<file path="config.mk">
export PLATFORM = sky130hd
export DESIGN_NAME = conv_filter_top
export DESIGN_NICKNAME = d
export VERILOG_FILES = /design/src/common/conv_pkg.sv /design/src/mac/window_mac.sv /design/src/source/conv_filter_top.sv /design/src/source/pixel_tracker.sv /design/src/window/line_window.sv
export SDC_FILE = /design/constraint.sdc
export NUM_CORES = 2
export LEC_CHECK = 0
export BUFFER_PORTS_ARGS = -buffer_cell sky130_fd_sc_hd__buf_2
export CORE_ASPECT_RATIO = 2
export CORE_MARGIN = 4
export CORE_UTILIZATION = 42
export DETAILED_ROUTE_END_ITERATION = 10
export GPL_TIMING_DRIVEN = 0
export PLACE_DENSITY = 0.6
export RECOVER_POWER = 50
export SLEW_MARGIN = 25
export SYNTH_ARGS = -nofsm -noshare
export SYNTH_HDL_FRONTEND = slang
export SYNTH_SLANG_ARGS = --single-unit
</file>
<file path="constraint.sdc">
create_clock -name pclk_i -period 37.9 [get_ports pclk_i]
set_input_delay 1.895 -clock pclk_i [delete_from_list [all_inputs] [get_ports pclk_i]]
set_output_delay 1.895 -clock pclk_i [all_outputs]
set_load 0.05 [all_outputs]
</file>
<file path="src/common/conv_pkg.sv">
/*
 * shared definitions for the streaming convolution filter
 *  - pixel, coefficient, position and accumulator widths
 *  - typedefs for pixels, coefficients, positions and the filtered sum
 *  - default image and kernel geometry used by the top level
 */

package conv_pkg;

    //////////////////////////////////////////////////////////////////////
    // widths

    // unsigned input pixel
    localparam int PIX_W = 8;
    // signed kernel coefficient
    localparam int COEF_W = 8;
    // row and column index
    localparam int POS_W = 16;

    // largest kernel area, 5x5
    localparam int MAX_TAPS = 25;

    // product of pixel and coefficient, plus sign, plus growth over all taps
    localparam int ACC_W = PIX_W + COEF_W + 1 + $clog2(MAX_TAPS);

    //////////////////////////////////////////////////////////////////////
    // types

    typedef logic [PIX_W-1:0] pixel_t;
    typedef logic signed [COEF_W-1:0] coef_t;
    typedef logic [POS_W-1:0] pos_t;
    // full width signed result, never truncated
    typedef logic signed [ACC_W-1:0] acc_t;

    //////////////////////////////////////////////////////////////////////
    // default geometry

    localparam int DEF_IMG_WIDTH = 8;
    localparam int DEF_IMG_HEIGHT = 6;
    // square kernel edge, must be odd
    localparam int DEF_K_SIZE = 3;

endpackage

</file>
<file path="src/mac/window_mac.sv">
/*
 * combining stage of the filter
 *  - constant extension of taps outside the image
 *  - single-cycle signed multiply-accumulate, correlation orientation
 *  - registered sum, position and valid bit
 */

`timescale 1ns/1ps

module window_mac #(
    parameter int IMG_WIDTH = conv_pkg::DEF_IMG_WIDTH,
    parameter int IMG_HEIGHT = conv_pkg::DEF_IMG_HEIGHT,
    parameter int K_WIDTH = conv_pkg::DEF_K_SIZE,
    parameter int K_HEIGHT = conv_pkg::DEF_K_SIZE,
    parameter conv_pkg::pixel_t BORDER_VALUE = '0
) (
    input  logic              pclk_i,
    input  logic              rst_n_i,
    // reversed window, [0][0] newest
    input  conv_pkg::pixel_t  window_i [K_HEIGHT][K_WIDTH],
    // position of the window centre
    input  conv_pkg::pos_t    pipe_row_i,
    input  conv_pkg::pos_t    pipe_col_i,
    input  logic              pipe_full_i,
    input  logic              step_i,
    input  conv_pkg::coef_t   coeffs_i [K_HEIGHT][K_WIDTH],
    output conv_pkg::acc_t    pixel_o,
    output logic              pixel_valid_o,
    output conv_pkg::pos_t    row_o,
    output conv_pkg::pos_t    col_o
);
    import conv_pkg::*;

    localparam int MID_H = K_HEIGHT / 2;
    localparam int MID_W = K_WIDTH / 2;

    // pixel with a zero sign bit times a signed coefficient
    localparam int PROD_W = PIX_W + 1 + COEF_W;

    // window after constant extension
    pixel_t ext_pix [K_HEIGHT][K_WIDTH];

    // combinational sum of all taps
    acc_t   mac_sum;

    // output registers
    acc_t   pixel_q;
    pos_t   row_q;
    pos_t   col_q;
    logic   valid_q;

    //////////////////////////////////////////////////////////////////////
    // constant extension

    always_comb begin
        int tap_row;
        int tap_col;
        for (int r = 0; r < K_HEIGHT; r++) begin
            for (int c = 0; c < K_WIDTH; c++) begin
                // window is reversed, tap [r][c] lies MID_H-r rows below the centre
                tap_row = int'(pipe_row_i) + MID_H - r;
                tap_col = int'(pipe_col_i) + MID_W - c;
                if (tap_row < 0 || tap_row >= IMG_HEIGHT ||
                    tap_col < 0 || tap_col >= IMG_WIDTH) begin
                    ext_pix[r][c] = BORDER_VALUE;
                end else begin
                    ext_pix[r][c] = window_i[r][c];
                end
            end
        end
    end

    //////////////////////////////////////////////////////////////////////
    // multiply-accumulate

    always_comb begin
        logic signed [PIX_W:0]    tap_s;
        logic signed [PROD_W-1:0] prod;
        acc_t                     sum;
        sum = '0;
        for (int r = 0; r < K_HEIGHT; r++) begin
            for (int c = 0; c < K_WIDTH; c++) begin
                tap_s = signed'({1'b0, ext_pix[r][c]});
                // mirrored coefficient index undoes the reversed window
                prod = tap_s * coeffs_i[K_HEIGHT-1-r][K_WIDTH-1-c];
                sum = sum + acc_t'(prod);
            end
        end
        mac_sum = sum;
    end

    //////////////////////////////////////////////////////////////////////
    // output registers

    // result and position captured on step only
    always_ff @(posedge pclk_i) begin
        if (step_i) begin
            pixel_q <= mac_sum;
            row_q   <= pipe_row_i;
            col_q   <= pipe_col_i;
        end
    end

    // one-cycle valid, held off until the pipe is full
    always_ff @(posedge pclk_i) begin
        if (!rst_n_i) begin
            valid_q <= 1'b0;
        end else begin
            valid_q <= step_i & pipe_full_i;
        end
    end

    assign pixel_o       = pixel_q;
    assign pixel_valid_o = valid_q;
    assign row_o         = row_q;
    assign col_o         = col_q;

endmodule

</file>
<file path="src/source/conv_filter_top.sv">
/*
 * streaming 2-D convolution filter, top level
 *  - row buffers and window registers
 *  - pipe position tracker
 *  - border extension and multiply-accumulate stage
 */

`timescale 1ns/1ps

module conv_filter_top #(
    parameter int IMG_WIDTH = conv_pkg::DEF_IMG_WIDTH,
    parameter int IMG_HEIGHT = conv_pkg::DEF_IMG_HEIGHT,
    parameter int K_WIDTH = conv_pkg::DEF_K_SIZE,
    parameter int K_HEIGHT = conv_pkg::DEF_K_SIZE,
    parameter conv_pkg::pixel_t BORDER_VALUE = '0
) (
    input  logic              pclk_i,
    input  logic              rst_n_i,
    // raster ordered input, one pixel per strobe
    input  conv_pkg::pixel_t  pixel_i,
    input  logic              pixel_valid_i,
    // kernel, held static by the driver
    input  conv_pkg::coef_t   coeffs_i [K_HEIGHT][K_WIDTH],
    // filtered pixel and its raster position
    output conv_pkg::acc_t    pixel_o,
    output logic              pixel_valid_o,
    output conv_pkg::pos_t    row_o,
    output conv_pkg::pos_t    col_o
);
    import conv_pkg::*;

    // no back-pressure, every strobe is taken
    logic   accept;

    // window around the pipe position, newest pixel at [0][0]
    pixel_t window [K_HEIGHT][K_WIDTH];

    // pipe position and fill state
    pos_t   pipe_row;
    pos_t   pipe_col;
    logic   pipe_full;
    logic   step;

    assign accept = pixel_valid_i;

    line_window #(
        .IMG_WIDTH (IMG_WIDTH),
        .K_WIDTH   (K_WIDTH),
        .K_HEIGHT  (K_HEIGHT)
    ) u_line_window (
        .pclk_i    (pclk_i),
        .rst_n_i   (rst_n_i),
        .pixel_i   (pixel_i),
        .accept_i  (accept),
        .window_o  (window)
    );

    pixel_tracker #(
        .IMG_WIDTH   (IMG_WIDTH),
        .IMG_HEIGHT  (IMG_HEIGHT),
        .K_WIDTH     (K_WIDTH),
        .K_HEIGHT    (K_HEIGHT)
    ) u_pixel_tracker (
        .pclk_i      (pclk_i),
        .rst_n_i     (rst_n_i),
        .accept_i    (accept),
        .pipe_row_o  (pipe_row),
        .pipe_col_o  (pipe_col),
        .pipe_full_o (pipe_full),
        .step_o      (step)
    );

    // combines the window with the pipe position one cycle after accept
    window_mac #(
        .IMG_WIDTH     (IMG_WIDTH),
        .IMG_HEIGHT    (IMG_HEIGHT),
        .K_WIDTH       (K_WIDTH),
        .K_HEIGHT      (K_HEIGHT),
        .BORDER_VALUE  (BORDER_VALUE)
    ) u_window_mac (
        .pclk_i        (pclk_i),
        .rst_n_i       (rst_n_i),
        .window_i      (window),
        .pipe_row_i    (pipe_row),
        .pipe_col_i    (pipe_col),
        .pipe_full_i   (pipe_full),
        .step_i        (step),
        .coeffs_i      (coeffs_i),
        .pixel_o       (pixel_o),
        .pixel_valid_o (pixel_valid_o),
        .row_o         (row_o),
        .col_o         (col_o)
    );

endmodule

</file>
<file path="src/source/pixel_tracker.sv">
/*
 * pipe position tracker
 *  - raster position of the window centre
 *  - pipe-full flag, set once the first centre pixel is in the window
 *  - accept strobe delayed by one cycle
 */

`timescale 1ns/1ps

module pixel_tracker #(
    parameter int IMG_WIDTH = conv_pkg::DEF_IMG_WIDTH,
    parameter int IMG_HEIGHT = conv_pkg::DEF_IMG_HEIGHT,
    parameter int K_WIDTH = conv_pkg::DEF_K_SIZE,
    parameter int K_HEIGHT = conv_pkg::DEF_K_SIZE
) (
    input  logic            pclk_i,
    input  logic            rst_n_i,
    input  logic            accept_i,
    output conv_pkg::pos_t  pipe_row_o,
    output conv_pkg::pos_t  pipe_col_o,
    output logic            pipe_full_o,
    output logic            step_o
);
    import conv_pkg::*;

    // kernel half sizes
    localparam int MID_H = K_HEIGHT / 2;
    localparam int MID_W = K_WIDTH / 2;

    // one raster step before the centre of pixel (0,0) for the first accept
    localparam pos_t START_ROW = pos_t'(IMG_HEIGHT - 1 - MID_H);
    localparam pos_t START_COL = pos_t'(IMG_WIDTH - 1 - MID_W);

    pos_t row_q;
    pos_t col_q;
    logic full_q;
    logic step_q;

    // frame edges of the current position
    logic last_col;
    logic last_row;

    assign last_col = (col_q == pos_t'(IMG_WIDTH - 1));
    assign last_row = (row_q == pos_t'(IMG_HEIGHT - 1));

    //////////////////////////////////////////////////////////////////////
    // pipe position, raster order with wrap at frame end

    always_ff @(posedge pclk_i) begin
        if (!rst_n_i) begin
            row_q <= START_ROW;
            col_q <= START_COL;
        end else if (accept_i) begin
            if (last_col) begin
                col_q <= '0;
                // wrap to row 0 at the end of the frame
                row_q <= last_row ? '0 : row_q + 1'b1;
            end else begin
                col_q <= col_q + 1'b1;
            end
        end
    end

    //////////////////////////////////////////////////////////////////////
    // fill flag and step strobe

    always_ff @(posedge pclk_i) begin
        if (!rst_n_i) begin
            full_q <= 1'b0;
            step_q <= 1'b0;
        end else begin
            step_q <= accept_i;
            // the accept that moves the centre onto (0,0) fills the pipe
            if (accept_i && last_row && last_col) begin
                full_q <= 1'b1;
            end
        end
    end

    assign pipe_row_o  = row_q;
    assign pipe_col_o  = col_q;
    assign pipe_full_o = full_q;
    assign step_o      = step_q;

endmodule

</file>
<file path="src/window/line_window.sv">
/*
 * row buffers and window shift registers
 *  - K_HEIGHT-1 chained row buffers, each IMG_WIDTH deep
 *  - K_HEIGHT x K_WIDTH window, shifted one column per accept
 */

`timescale 1ns/1ps

module line_window #(
    parameter int IMG_WIDTH = conv_pkg::DEF_IMG_WIDTH,
    parameter int K_WIDTH = conv_pkg::DEF_K_SIZE,
    parameter int K_HEIGHT = conv_pkg::DEF_K_SIZE
) (
    input  logic              pclk_i,
    input  logic              rst_n_i,
    input  conv_pkg::pixel_t  pixel_i,
    input  logic              accept_i,
    // [0][0] newest pixel, [K_HEIGHT-1][K_WIDTH-1] oldest
    output conv_pkg::pixel_t  window_o [K_HEIGHT][K_WIDTH]
);
    import conv_pkg::*;

    // a 1-row kernel still keeps one buffer so the array stays legal
    localparam int N_BUF = (K_HEIGHT > 1) ? K_HEIGHT - 1 : 1;

    //////////////////////////////////////////////////////////////////////
    // storage

    // row buffers as plain shift registers
    // [b][0] is the entry, [b][IMG_WIDTH-1] the tail
    pixel_t row_buf [N_BUF][IMG_WIDTH];

    // window registers, stored reversed
    pixel_t win_q [K_HEIGHT][K_WIDTH];

    // frozen while reset is asserted and on idle cycles
    logic   shift_en;

    assign shift_en = accept_i & rst_n_i;

    //////////////////////////////////////////////////////////////////////
    // row buffers

    always_ff @(posedge pclk_i) begin
        if (shift_en) begin
            // move every buffer along by one pixel
            for (int b = 0; b < N_BUF; b++) begin
                for (int i = IMG_WIDTH - 1; i > 0; i--) begin
                    row_buf[b][i] <= row_buf[b][i-1];
                end
            end

            // first buffer takes the incoming pixel
            row_buf[0][0] <= pixel_i;

            // each later buffer is fed by the tail of the one before
            for (int b = 1; b < N_BUF; b++) begin
                row_buf[b][0] <= row_buf[b-1][IMG_WIDTH-1];
            end
        end
    end

    //////////////////////////////////////////////////////////////////////
    // window shift registers

    always_ff @(posedge pclk_i) begin
        if (shift_en) begin
            // shift each window row one column to the right
            for (int r = 0; r < K_HEIGHT; r++) begin
                for (int c = K_WIDTH - 1; c > 0; c--) begin
                    win_q[r][c] <= win_q[r][c-1];
                end
            end

            // row 0 is the current image row
            win_q[0][0] <= pixel_i;

            // row r is r image rows back, taken from buffer r-1
            for (int r = 1; r < K_HEIGHT; r++) begin
                win_q[r][0] <= row_buf[r-1][IMG_WIDTH-1];
            end
        end
    end

    // window straight from the registers, no border handling here
    assign window_o = win_q;

endmodule
</file>
==> out/metrics.yaml <==
critical_path:
  cp-start-kind: "flop"
  slowest_stage: "fa_1"
  cpMostUsedCell: "fa_1"
  worstPathMaxFanout: 10
  r2r_start: "u_pixel_tracker.pipe_row_o[0]$_SDFFE_PN0P_"
  arrival_ns: 17.10
  r2r-end: "u_window_mac.pixel_o[20]$_DFFE_PP_"
  worstPathRequired_ns: 38.27
  reg2reg_slack_ns: 21.16
  critPathMaxStageDelay_ns: 0.62
  crit_path_end_kind: "flop"
  cpLargestDelayFamily: "adder cells"
  worstSetupPathType: "flop to flop"
  r2r_cells: 51
  cp_num_buf_inv: 14
timing:
  hold_viol: 0
  period_needed_ns: 16.74
  tightest_slew_ns: 1.934
  relSlewSlack_pct: -28.95
  final.setup_skew_ns: 0.05167
  tns_ns: 0
  final-max-slew-violation-count: 57
  setup_viol: 0
  max_freq_mhz: 59.74
  fin_crit_sh_pct: 44.17
  finalWorstSetupSlack_ns: 21.16
  rsz0062_at_grt: "no"
clock_network:
  clkSlewWorstSetupHoldPaths_ns: 0.07
  post-cts-setup-buffer-count: 0
  cts_buffer_depth: 3
  cts_resized: 0
  numCtsBuffers: 27
  root_buffer: "clkbuf_16"
  cts_hold_buf: 0
  clock-sinks: 241
  htreeDepth: 1
  tritoncts: "yes"
  clk_latency_ns: 0.63
place:
  place_area_sq_um: 34700
  place_congestion: 0.9685
  dp_hpwl_mm: 88.38
  dp_slack_ns: 21.10
  portBuffers: 134
yosys:
  seq_area_frac_synth_pct: 21.10
  synth_edf_count: 206
  synth_top_flop_cell: "edfxtp_1"
  synth-simple-area-share_pct: 14.60
  synthAdderAreaFrac_pct: 46.62
  synth_top_family_by_area: "adder cells"
  synth_top_area_share_pct: 33.97
  synth-seq-cells: 241
  async_flop_share_pct: 0
  synth_most_common_cell: "inv_1"
  ys_top_cells_by_count: "inv_1, fa_1, ha_1, and3_1, nand3_1"
  synth.area.mux_share_pct: 0.2606
  syn_inst: 3181
  synth_cell_type_count: 69
  synth_top_cell_by_area: "fa_1"
  synth_area_leaders: "fa_1, edfxtp_1, ha_1, inv_1, and3_1"
  synth_xor_area_share_pct: 2.173
  syn_area_per_cell_sq_um: 10.26
  synth_area_sq_um: 32650
  yosysWarnings: 0
  synth-compound-area-share_pct: 4.848
  syn-num-nets: 4148
route:
  drc: 0
  postRouteAntennaNets: 0
  wl_per_cell_um: 23.56
  first_pass_iters: 8
  drtIter0Drc: 1330
  wirelength_mm: 103.6
  drt-vias-per-instance: 5.447
  vias: 23940
global_route:
  grt_pass1_wl_mm: 157.1
  grt_pass1_vias: 26090
  grt_max_degree: 57
  grt_overflow_total: 0
  antenna_found_initial: 14
  grtUsageTotal_pct: 25.57
worst_hold_path:
  hp-start: "u_line_window.row_buf[0][26]$_DFFE_PP_"
  hold_class: "flop to flop"
  min_path_cells: 0
  whs_endpoint: "u_line_window.row_buf[0][18]$_DFFE_PP_"
floorplan:
  start_util_pct: 42.33
  rows: 144
  ios: 138
  fp.dieArea_sq_um: 82520
  coreArea_sq_um: 77110
  fp.dieH_um: 402.3
  die_w_um: 205.1
cells_and_area:
  drive_gt1_share_pct: 7.183
  fin_nets: 4315
  final_util_pct: 46.23
  post-route-cell-area_sq_um: 35650
  area_growth_syn_to_layout_pct: 9.198
job:
  maxCapViolCount: 2
outcome:
  status: "complete, but fails checks"
  violations: "capacitance limit, slew limit"
-- placed cells by master (no fill, tap or decap), drive strengths merged, types with 6 or more instances in the layout --
cell type / synthesis / final
fa: 554 / 554
buf: 40 / 175
nand2b: 10 / 10
dfxtp: 35 / 35
xor2: 20 / 20
or4: 7 / 7
or3: 11 / 11
or2: 9 / 9
a211oi: 13 / 13
o31ai: 6 / 6
nand2: 65 / 65
o211ai: 7 / 7
nand3: 229 / 229
clkinv: 8 / 18
a2111oi: 7 / 7
o21ai: 37 / 37
a31oi: 13 / 13
a21boi: 18 / 18
a21o: 31 / 31
and2: 30 / 30
o21a: 9 / 9
edfxtp: 206 / 206
inv: 776 / 783
ha: 330 / 330
clkbuf: 69 / 102
nor4: 18 / 18
and3: 318 / 318
nor2: 50 / 50
nor2b: 11 / 11
xnor2: 61 / 61
a21oi: 63 / 63
nor3: 35 / 35
and4: 12 / 12
nand4: 17 / 17
-- per-stage QoR --
| stage | hold WS, ns | instances |
|---|---|---|
| global placement | 0.4012 | 4337 |
| global route | 0.4232 | 4391 |
| CTS | 0.4160 | 4391 |
| floorplan | 0.4003 | 3181 |
| finish | 0.4136 | 4396 |
| detailed placement | 0.4045 | 4341 |
-- cell type report --
type	count	area, sq um
clock inverter	20	236.5
clock buffer	30	728.2
tap	1022	1279
fill	7617	41470
timing repair buffer	138	747.0
sequential	241	6887
inverter	784	2943
multi-input combinational	2047	22360
buffer	109	454.2
antenna	5	12.51
-- worst max-delay path by stage --
| stage | from | slack, ns | cells past startpoint | endpoint |
|---|---|---|---|---|
| 2_1_floorplan | u_pixel_tracker.pipe_row_o[0]$_SDFFE_PN0P_ | 23.44 | 51 | u_window_mac.pixel_o[20]$_DFFE_PP_ |
| 3_3_place_gp | u_pixel_tracker.pipe_row_o[0]$_SDFFE_PN0P_ | 21.09 | 52 | u_window_mac.pixel_o[20]$_DFFE_PP_ |
| 3_5_place_dp | u_pixel_tracker.pipe_row_o[0]$_SDFFE_PN0P_ | 21.10 | 51 | u_window_mac.pixel_o[20]$_DFFE_PP_ |
| 4_1_cts | u_pixel_tracker.pipe_row_o[0]$_SDFFE_PN0P_ | 21.03 | 51 | u_window_mac.pixel_o[20]$_DFFE_PP_ |
| 5_1_grt | u_pixel_tracker.pipe_row_o[0]$_SDFFE_PN0P_ | 20.30 | 51 | u_window_mac.pixel_o[20]$_DFFE_PP_ |
| 6_report | u_pixel_tracker.pipe_row_o[0]$_SDFFE_PN0P_ | 21.16 | 51 | u_window_mac.pixel_o[20]$_DFFE_PP_ |
-- cells by family after synthesis --
logic type | after synthesis
XOR/XNOR | 81
AND/OR/NAND/NOR | 835
AO/OA/AOI/OAI | 239
flip-flops | 241
multiplexers | 8
adder cells (fa/ha/maj) | 884
buffers and inverters | 893
-- per-layer routing --
| metal | track usage [%] | wire [um] | up-vias |
|---|---|---|---|
| met5 | 0 | 110 | - |
| met4 | 20.20 | 10990 | 16 |
| met3 | 2.757 | 4095 | 348 |
| met2 | 48.75 | 57580 | 765 |
| met1 | 24.10 | 30800 | 12150 |
| li1 | - | - | 10670 |
-- registers in the layout, summed over array words and instances (netlist names) --
signal,count
u_line_window.row_buf,85
u_line_window.window_o,67
u_pixel_tracker.pipe_col_o,16
u_pixel_tracker.pipe_full_o,1
u_pixel_tracker.pipe_row_o,16
u_pixel_tracker.step_o,1
u_window_mac.col_o,16
u_window_mac.pixel_o,22
u_window_mac.pixel_valid_o,1
u_window_mac.row_o,16
Power is left out: the tool's default activity adds up to more than one toggle a clock period on the data nets, which glitch-free logic cannot reach.
